<file path="src/rtl/sdram_pkg.sv">
package sdram_pkg;

	// device geometry. A halfword address is {bank, row, column}.
	localparam int row_bits = 13;
	localparam int col_bits = 9;
	localparam int bank_bits = 2;
	localparam int half_addr_bits = bank_bits + row_bits + col_bits;

	// timing in clock cycles.
	localparam int t_rcd_cycles = 2;
	localparam int t_rp_cycles = 2;
	localparam int t_rfc_cycles = 7;
	localparam int cas_latency = 2;
	localparam int init_wait_cycles = 100; // much shorter than a real part needs.
	localparam int refresh_interval = 780;

	localparam int wait_bits = $clog2(init_wait_cycles);
	localparam int refresh_bits = $clog2(refresh_interval);

	// burst length 1, sequential, cas latency 2, single location writes.
	localparam logic [row_bits-1:0] mode_word = 13'h0220;
	localparam logic [row_bits-1:0] auto_precharge = 13'h0400; // a10 high.

	// encoded as {cs_n, ras_n, cas_n, we_n}.
	typedef enum logic [3:0] {
		cmd_nop       = 4'b0111,
		cmd_active    = 4'b0011,
		cmd_read      = 4'b0101,
		cmd_write     = 4'b0100,
		cmd_precharge = 4'b0010,
		cmd_refresh   = 4'b0001,
		cmd_load_mode = 4'b0000
	} sdram_cmd_e;

	typedef enum logic [3:0] {
		st_init_wait, st_init_precharge, st_init_refresh, st_init_mode,
		st_idle, st_refresh, st_activate, st_rw, st_read_wait, st_done
	} ctrl_state_e;

endpackage
</file>
<file path="src/rtl/bus_bridge_32_16.sv">
`timescale 1ns/1ps

module bus_bridge_32_16
	import sdram_pkg::*;
(
	input  logic                      clk,
	input  logic                      reset,
	input  logic                      h_cs,
	input  logic [29:0]               h_addr,
	input  logic [31:0]               h_wdata,
	input  logic                      h_wr_en,
	input  logic [3:0]                h_bytesel,
	output logic [31:0]               h_rdata,
	output logic                      h_compl,
	input  logic [15:0]               b_rdata,
	input  logic                      b_compl,
	output logic [half_addr_bits-1:0] b_addr,
	output logic [15:0]               b_wdata,
	output logic                      b_wr_en,
	output logic [1:0]                b_bytesel,
	output logic                      b_req
);

	typedef enum logic [1:0] {
		br_low,
		br_high,
		br_finish
	} br_state_e;

	br_state_e state;
	logic high_half;
	logic [15:0] rdata_lo;

	assign high_half = (state == br_high);

	// the word address becomes a halfword address with the half select as its lsb.
	assign b_addr = {h_addr[half_addr_bits-2:0], high_half};
	assign b_wdata = high_half ? h_wdata[31:16] : h_wdata[15:0];
	assign b_bytesel = high_half ? h_bytesel[3:2] : h_bytesel[1:0];
	assign b_wr_en = h_wr_en;
	assign b_req = h_cs && (state != br_finish); // quiet while the word completes.

	// the controller keeps its read register until the next read.
	assign h_rdata = {b_rdata, rdata_lo};

	always_ff @(posedge clk) begin
		if (reset) begin
			state <= br_low;
			h_compl <= 1'b0;
		end else begin
			h_compl <= 1'b0;
			case (state)
				br_low: begin
					if (b_compl)
						state <= br_high;
				end
				br_high: begin
					if (b_compl) begin
						state <= br_finish;
						h_compl <= 1'b1;
					end
				end
				default: begin
					state <= br_low;
				end
			endcase
		end
	end

	always_ff @(posedge clk) begin
		if (state == br_low && b_compl)
			rdata_lo <= b_rdata;
	end

endmodule

</file>
<file path="config.mk">
export PLATFORM = sky130hd
export DESIGN_NAME = bus_bridge_32_16
export DESIGN_NICKNAME = d
export VERILOG_FILES = /design/src/rtl/sdram_pkg.sv /design/src/rtl/bus_bridge_32_16.sv
export SDC_FILE = /design/constraint.sdc
export NUM_CORES = 1
export LEC_CHECK = 0
export ABC_CLOCK_PERIOD_IN_PS = 2000
export BUFFER_PORTS_ARGS = -buffer_cell sky130_fd_sc_hd__buf_4
export CAP_MARGIN = 20
export CELL_PAD_IN_SITES_DETAIL_PLACEMENT = 0
export CELL_PAD_IN_SITES_GLOBAL_PLACEMENT = 2
export CORE_ASPECT_RATIO = 0.9
export CORE_UTILIZATION = 13
export DETAILED_ROUTE_END_ITERATION = 6
export MAX_ROUTING_LAYER = met4
export PLACE_DENSITY = 0.88
export RECOVER_POWER = 25
export SYNTH_ARGS = -nofsm -noshare
export SYNTH_HDL_FRONTEND = slang
export SYNTH_SLANG_ARGS = --single-unit
</file>
<file path="constraint.sdc">
create_clock -name clk -period 2 [get_ports clk]
set_clock_uncertainty 0.2 [all_clocks]
set_input_delay 0 -clock clk [delete_from_list [all_inputs] [get_ports clk]]
set_output_delay 0 -clock clk [all_outputs]
set_load 0.01 [all_outputs]
</file>
==> results of run 1 <==
==> cells by family (layout without fill, tap and decap cells) <==
group                  count (synthesis)  in the layout
multiplexers                          18             18
buffers and inverters                 44            158
AND/OR/NAND/NOR                        5              5
XOR/XNOR                               1              1
flip-flops                            19             19
AO/OA/AOI/OAI                          1              1
==> per-layer routing <==
layer | up-vias | global-route usage (%) | share of wire, %
li1 | 490 | - | -
met1 | 455 | 5.12 | 32
met2 | 94 | 14.2 | 59
met3 | 0 | 0.697 | 9.2
met4 | 0 | 1.45 | 0
met5 | - | - | 0
==> cell usage after synthesis <==
master    number  share of area (%)
buf_4         41                 27
mux2_2        17                 17
edfxtp_1      16                 42
dfxtp_1        3                5.3
and3b_1        2                1.5
buf_6          2                2.0
a21boi_0       1               0.66
inv_1          1               0.33
mux2_1         1               0.99
nor2b_4        1                1.2
nor3_1         1               0.44
nor3b_1        1               0.66
xnor2_1        1               0.77
==> final cells by class <==
class                      count  area (um^2)  share of cell area [%]
sequential                    19          541                    23.8
timing repair buffer         153         1270                    55.9
clock buffer                   4         45.0                    1.98
tap                          115          144                    6.34
multi-input combinational     25          268                    11.8
inverter                       1         3.75                   0.165
==> placed cells by master (no fill, tap or decap), types with 2 or more instances in the layout <==
| cell | n |
|---|---|
| clkbuf_8 | 3 |
| clkbuf_4 | 4 |
| buf_4 | 105 |
| mux2_2 | 17 |
| and3b_1 | 2 |
| dlygate4sd3_1 | 43 |
| dfxtp_1 | 3 |
| edfxtp_1 | 16 |
==> through the flow <==
step                      cell area (um^2)  power (mW)
after floorplan                       1140       0.698
after global placement                1790       0.843
after detailed placement              1790       0.847
after CTS                             2270        1.19
after global routing                  2270        1.23
final                                 2270        1.17
==> path summary, 6_finish.rpt <==
path | depth (start not counted) | slack, ns | to | from
setup / recovery | 4 | 0.13 | b_wdata[0] | state[0]
hold / removal | 3 | 0.09 | b_bytesel[1] | h_bytesel[1]
setup reg to reg | 3 | 0.53 | state[0] | state[0]
hold reg to reg | 2 | 0.65 | rdata_lo[0] | state[0]
==> registers in the layout, indices dropped and copies added, names as in the netlist <==
register / count
state: 2
rdata_lo: 16
h_compl: 1
==> critical path, stage by stage, from the launching register on <==
cell     delay (ns)
dfxtp_1        0.40
nor2b_4        0.35
buf_12         0.18
mux2_2         0.34
buf_4          0.14
==> power by group through the flow <==
stage	clock (mW)	sequential, mW	combinational [mW]
6_report	0.249	0.475	0.445
5_1_grt	0.283	0.477	0.475
4_1_cts	0.268	0.475	0.448
3_5_place_dp	0	0.484	0.363
3_3_place_gp	0	0.482	0.360
2_1_floorplan	0	0.497	0.201
==> flow_metrics.env, run 1 <==
export IMPL_worstSetupEndpointType="output pin"
export IMPL_setup_ws_ns=0.132
export IMPL_drc=0
export IMPL_synth_top_family_by_area="buffers and inverters"
export IMPL_drt_wl_total_mm=3.23
export IMPL_clkLatencyLatePin_ns=0.24
export IMPL_post_cts_buffers=0
export IMPL_worst_slew_pin_slew_ns=0.306
export IMPL_overflow=0
export IMPL_synthSimpleGateAreaFrac_pct=3.85
export IMPL_seq_area_frac_synth_pct=47.5
export IMPL_finalSetupViolCount=0
export IMPL_combPwrFrac_pct=38.1
export IMPL_grt_pass1_vias=1004
export IMPL_syn_num_nets=175
export IMPL_rows=31
export IMPL_htreeDepth=1
export IMPL_place_ws_ns=0.382
export IMPL_cts_buffers=3
export IMPL_switching_power_uw=283
export IMPL_clk_pin_slew_ns=0.06
export IMPL_p_leak_nw=1.01
export IMPL_core_mm2=0.00826
export IMPL_peakVddDrop_mv=0.166
export IMPL_min_path_type="primary input to output pin"
export IMPL_stdcell_count=317
export IMPL_drt_iter0_markers=5
export IMPL_clockBufferDepth=2
export IMPL_hold_viol_final=0
export IMPL_ios=164
export IMPL_status="finished, final reports clean"
export IMPL_worstPathRequired_ns=1.80
export IMPL_pwr_share_seq_pct=40.6
export IMPL_n_fill_cell=837
export IMPL_n_antenna_cell=0
export IMPL_syn_inst=88
export IMPL_final_core_util_pct=27.5
export IMPL_fmax_mhz=535
export IMPL_ctsResizeCount=0
export IMPL_maxCapViolCount=0
export IMPL_hold_buffers=43
export IMPL_internal_power_uw=886
export IMPL_synthXorXnorAreaFrac_pct=0.770
export IMPL_period_share_pct=93.4
export IMPL_finalMaxSlewViolations=0
export IMPL_muxShareOfSynthArea_pct=17.8
export IMPL_drive_above_1_share_pct=65.3
export IMPL_crit_arrival_ns=1.67
export IMPL_ys_ff_latch=19
export IMPL_netlist_area_mm2=0.00114
export IMPL_drt_wirelength_per_cell_um=10.2
export IMPL_switching_share_pct=24.2
export IMPL_setup_tns_ns=0
export IMPL_final_nets=290
export IMPL_holdWs_ns=0.0888
export IMPL_timing_critical_path_fanout_max=13
export IMPL_grt_pass1_wl_mm=4.46
export IMPL_yosysWarnings=0
export IMPL_cts_tree="yes"
export IMPL_criticalPathCategory="register to output pin"
export IMPL_synth_compound_area_share_pct=0.660
export IMPL_io_buffers=108
export IMPL_vias_per_cell=3.28
export IMPL_drtPass1Iterations=3
export IMPL_clockRootBuffer="clkbuf_8"
export IMPL_grt_usage_pct=6.30
export IMPL_synth_fa_ha_area_share_pct=0
export IMPL_p_clk_share_pct=21.3
export IMPL_postRouteAntennaNets=0
export IMPL_max_slew_margin_pct=79.6
export IMPL_die_y_um=90.7
export IMPL_crit_path_start_kind="register"
export IMPL_cts_num_sinks=19
export IMPL_dieArea_mm2=0.00913
export IMPL_vias=1039
export IMPL_rsz0062_at_grt="no"
export IMPL_antenna_found_initial=0
export IMPL_avgSynthCellArea_um2=12.9
export IMPL_ys_types=13
export IMPL_routabilityCongestion=0.626
export IMPL_post_place_cells=270
export IMPL_fp_dieW_um=101
export IMPL_finalCriticalPeriod_ns=1.87
export IMPL_powerDensity_mw_per_mm2=515
export IMPL_initial_utilization_pct=13.8
export IMPL_grt_max_degree=17
export IMPL_syn2layout_area_growth_pct=99.6
export IMPL_hpwl_mm=2.19
(Power assumes the default switching activity.)
==> run 2, diff against run 1 <==
==> constraint.sdc (replaced) <==
create_clock -name clk -period 2 [get_ports clk]
set_clock_uncertainty 0.2 [all_clocks]
set_input_delay 0.4 -clock clk [delete_from_list [all_inputs] [get_ports clk]]
set_output_delay 0.4 -clock clk [all_outputs]
set_load 0.01 [all_outputs]
==> flow_metrics.env, run 2 (synthesis results as in run 1) <==
export IMPL_final_core_util_pct=22.2
export IMPL_rows=31
export IMPL_criticalPathCategory="register to output pin"
export IMPL_top_regs="rdata_lo (16), state (2), h_compl (1)"
export IMPL_vias=860
export IMPL_grt_pass1_vias=794
export IMPL_finish_instance_area_mm2=0.00183
export IMPL_combPwrFrac_pct=33.3
export IMPL_hold_start="reset"
export IMPL_max_slew_margin_pct=85.7
export IMPL_powerDensity_mw_per_mm2=593
export IMPL_post_place_cells=271
export IMPL_stdcell_count=276
export IMPL_drc=0
export IMPL_postRouteAntennaNets=0
export IMPL_die_y_um=90.7
export IMPL_finalCriticalPeriod_ns=1.99
export IMPL_io_buffers=108
export IMPL_hold_viol_final=0
export IMPL_cts_buffers=3
export IMPL_cpMaxStageDelayCell="dfxtp_2"
export IMPL_worstSetupEndpointType="output pin"
export IMPL_core_mm2=0.00826
export IMPL_final_nets=249
export IMPL_worst_slew_pin_slew_ns=0.214
export IMPL_fp_dieW_um=101
export IMPL_finalMaxSlewViolations=0
export IMPL_worstPathRequired_ns=1.40
export IMPL_cts_tree="yes"
export IMPL_drt_wirelength_per_cell_um=8.94
export IMPL_hold_buffers=0
export IMPL_multiInputGateArea_um2=272
export IMPL_layout_commonest_cell="buf_4"
export IMPL_drt_iter0_markers=10
export IMPL_rsz0062_at_grt="yes"
export IMPL_ios=164
export IMPL_routabilityCongestion=0.624
export IMPL_clkLatencyLatePin_ns=0.24
export IMPL_pwr_share_seq_pct=43.6
export IMPL_vias_per_cell=3.12
export IMPL_drtPass1Iterations=4
export IMPL_clockRootBuffer="clkbuf_8"
export IMPL_clockBufferDepth=2
export IMPL_switching_power_uw=258
export IMPL_cp_cell_sequence="nor2b_4 -> buf_12 -> mux2_2 -> buf_4"
export IMPL_dieArea_mm2=0.00913
export IMPL_syn2layout_area_growth_pct=61.3
export IMPL_r2r_start="state[0]"
export IMPL_p_leak_nw=0.822
export IMPL_min_path_type="primary input to register"
export IMPL_grt_pass1_wl_mm=3.46
export IMPL_antenna_found_initial=0
export IMPL_p_clk_share_pct=23.2
export IMPL_placed_area_mm2=0.00180
export IMPL_fmax_mhz=504
export IMPL_grt_usage_pct=4.83
export IMPL_switching_share_pct=23.7
export IMPL_setup_tns_ns=0
export IMPL_status="finished, final reports clean"
export IMPL_clk_pin_slew_ns=0.06
export IMPL_final_cell_mix="95 x buf_4, 16 x mux2_2, 16 x edfxtp_1"
export IMPL_crit_path_start_kind="register"
export IMPL_peakVddDrop_mv=0.165
export IMPL_period_share_pct=99.3
export IMPL_initial_utilization_pct=13.8
export IMPL_internal_power_uw=830
export IMPL_largest_reg_flops=16
export IMPL_crit_start="state[1]"
export IMPL_crit_arrival_ns=1.39
export IMPL_drive_above_1_share_pct=80.1
export IMPL_finalSetupViolCount=0
export IMPL_timing_critical_path_fanout_max=15
export IMPL_hpwl_mm=2.14
export IMPL_htreeDepth=1
export IMPL_drt_wl_total_mm=2.47
export IMPL_n_antenna_cell=0
export IMPL_overflow=0
export IMPL_grt_max_degree=17
export IMPL_seqCellArea_um2=543
export IMPL_critPathMaxStageDelay_ns=0.35
export IMPL_maxCapViolCount=0
export IMPL_regMostFlops="rdata_lo"
export IMPL_n_fill_cell=876
export IMPL_cts_num_sinks=19
[run 2: changes by cell type in the layout (fill, tap and decap cells not counted), sizes merged]
cell and change:
clkbuf +12, dlygate4sd3 -43, buf -10
[run 2: repair_timing]
item	4_1_cts	5_1_grt
buffers inserted	1	0
endpoints found under the setup margin	18	18
gates resized for setup	2	1
[run 2: final timing paths]
| path | end | cells after the start | slack (ns) |
|---|---|---|---|
| max | b_wdata[4] | 4 | 0.01 |
| min | state[0] | 2 | 0.12 |
| max reg2reg | rdata_lo[4] | 3 | 0.62 |
| min reg2reg | state[0] | 1 | 0.30 |
[run 2: metal layers]
metal | track usage, % | share of wire, % | up-vias
met5 | - | 0 | -
met4 | 2.05 | 0.93 | 0
met3 | 1.55 | 12 | 4
met2 | 8.56 | 50 | 82
met1 | 4.83 | 37 | 366
li1 | - | - | 408
[run 2: final cells by class]
cell class | count | area share, %
inverters | 1 | 0.205
multi-input cells | 25 | 14.8
well taps | 115 | 7.84
flip-flops and latches | 19 | 29.6
clock buffers | 4 | 2.46
repair buffers | 112 | 45.1
[run 2: worst max-delay path, delay by kind of cell, from the launching register on]
family	cells	cell delay (ns)
buffers and inverters	2	0.30
AND/OR/NAND/NOR	1	0.14
multiplexers	1	0.34
flip-flops	1	0.35
[run 2: metrics by stage]
stage          total power [mW]  setup slack (ns)  hold slack, ns
3_5_place_dp              0.850             0.162           0.357
3_3_place_gp              0.845             0.169           0.351
5_1_grt                    1.14           -0.0555           0.122
4_1_cts                    1.12           -0.0148           0.109
2_1_floorplan             0.698             0.311           0.277
6_report                   1.09            0.0149           0.118
[run 2: power by group through the flow]
stage	registers, mW	logic [mW]	clock network [mW]
2_1_floorplan	0.497	0.201	0
3_3_place_gp	0.482	0.363	0
3_5_place_dp	0.483	0.367	0
4_1_cts	0.474	0.373	0.269
5_1_grt	0.475	0.388	0.280
6_report	0.474	0.362	0.252
==> run 3, diff against run 2 <==
Settings changed: ABC_CLOCK_PERIOD_IN_PS 2000 to 2300, CORE_UTILIZATION 13 to 15, PLACE_DENSITY 0.88 to 0.94.
Clock period 2 ns to 2.3 ns, I/O delays scaled along.
==> flow_metrics.env, run 3 (synthesis results as in run 1) <==
export IMPL_r2r_slack_ns=0.98
export IMPL_finalSetupViolCount=0
export IMPL_layout_commonest_cell="buf_4"
export IMPL_maxCapViolCount=0
export IMPL_io_buffers=108
export IMPL_period_share_pct=93.0
export IMPL_powerDensity_mw_per_mm2=528
export IMPL_drive_above_1_share_pct=78.8
export IMPL_finish_instance_area_mm2=0.00178
export IMPL_grt_pass1_wl_mm=3.73
export IMPL_overflow=0
export IMPL_largest_reg_flops=16
export IMPL_status="finished, final reports clean"
export IMPL_clkLatencyLatePin_ns=0.25
export IMPL_routabilityCongestion=0.695
export IMPL_drtPass1Iterations=3
export IMPL_min_path_type="primary input to register"
export IMPL_vias=851
export IMPL_hold_buffers=0
export IMPL_drt_wl_total_mm=2.66
export IMPL_top_regs="rdata_lo (16), state (2), h_compl (1)"
export IMPL_post_cts_buffers=0
export IMPL_grt_pass1_vias=806
export IMPL_regMostFlops="rdata_lo"
export IMPL_fmax_mhz=467
export IMPL_cts_buffers=3
export IMPL_crit_arrival_ns=1.48
export IMPL_final_cell_mix="95 x buf_4, 17 x mux2_2, 16 x edfxtp_1"
export IMPL_cts_num_sinks=19
export IMPL_worstPathRequired_ns=1.64
export IMPL_drc=0
export IMPL_setup_tns_ns=0
export IMPL_ios=164
export IMPL_finalCriticalPeriod_ns=2.14
export IMPL_worst_slew_pin_slew_ns=0.229
export IMPL_finalPower_uw=938
export IMPL_drt_iter0_markers=6
export IMPL_finalMaxSlewViolations=0
export IMPL_p_leak_nw=0.806
export IMPL_dieArea_mm2=0.00793
export IMPL_syn2layout_area_growth_pct=56.3
export IMPL_grt_max_degree=17
export IMPL_hpwl_mm=2.28
export IMPL_drt_wirelength_per_cell_um=10.5
export IMPL_rows=29
export IMPL_clockBufferDepth=2
export IMPL_timing_critical_path_fanout_max=11
export IMPL_cts_tree="yes"
export IMPL_criticalPathCategory="register to output pin"
export IMPL_core_mm2=0.00718
export IMPL_initial_utilization_pct=15.8
export IMPL_rsz0062_at_grt="no"
export IMPL_htreeDepth=1
export IMPL_max_slew_margin_pct=84.7
export IMPL_grt_usage_pct=6.28
export IMPL_die_y_um=84.6
export IMPL_clk_pin_slew_ns=0.07
export IMPL_antenna_found_initial=0
export IMPL_final_nets=248
export IMPL_fp_dieW_um=93.8
export IMPL_peakVddDrop_mv=0.139
export IMPL_crit_path_start_kind="register"
export IMPL_clockRootBuffer="clkbuf_8"
export IMPL_postRouteAntennaNets=0
export IMPL_vias_per_cell=3.36
export IMPL_hold_viol_final=0
export IMPL_n_antenna_cell=0
export IMPL_placed_area_mm2=0.00176
export IMPL_worstSetupEndpointType="output pin"
-- run 3: changes by cell type in the layout (fill, tap and decap cells not counted) --
cell / delta
buf_12: -1
clkbuf_4: -1
mux2_4: -1
dfxtp_2: -1
dfxtp_1: +1
clkbuf_1: +1
mux2_2: +1
-- run 3: metrics by stage --
step / hold slack [ns] / std cells / setup slack (ns) / util, %
CTS: 0.172 / 253 / 0.0266 / 25.1
floorplan: 0.311 / 88 / 0.551 / -
finish: 0.173 / 253 / 0.161 / 24.7
global placement: 0.359 / 249 / 0.352 / 24.5
detailed placement: 0.393 / 249 / 0.309 / 24.5
global route: 0.167 / 253 / 0.0589 / 24.7
-- run 3: path summary, 6_finish.rpt --
kind / startpoint / to / cells after the start
max: state[0] / b_bytesel[1] / 4
min: reset / state[0] / 2
max reg2reg: state[1] / rdata_lo[4] / 2
min reg2reg: state[1] / state[0] / 1
-- run 3: where the power goes --
group          total, mW  internal [mW]  switching, mW
logic              0.303          0.186          0.117
registers          0.413          0.404        0.00915
clock network      0.222          0.123         0.0994
total              0.938          0.713          0.225
-- run 3: final cells by class --
| cell class | count | area [um^2] |
|---|---|---|
| fill | 794 | 5410 |
| clock buffer | 4 | 45.0 |
| sequential | 19 | 542 |
| inverter | 1 | 3.75 |
| timing repair buffer | 111 | 803 |
| tap | 93 | 116 |
| multi-input combinational | 25 | 268 |
-- run 3: repair_timing --
item,CTS,global route
setup endpoints to repair,0,3
hold endpoints to repair,0,0
gates resized for setup,0,1
-- run 3: worst max-delay path, stage by stage (launching register included) --
cell and delay (ns):
dfxtp_2 0.37, nor2b_4 0.15, buf_4 0.20, mux2_1 0.35
buf_4 0.15
-- run 3: metal layers --
metal	global-route usage (%)	wire length [um]	up-vias
met5	-	0	-
li1	-	-	403
met1	6.21	961	367
met3	1.09	307	10
met4	4.62	96	0
met2	10.9	1300	71
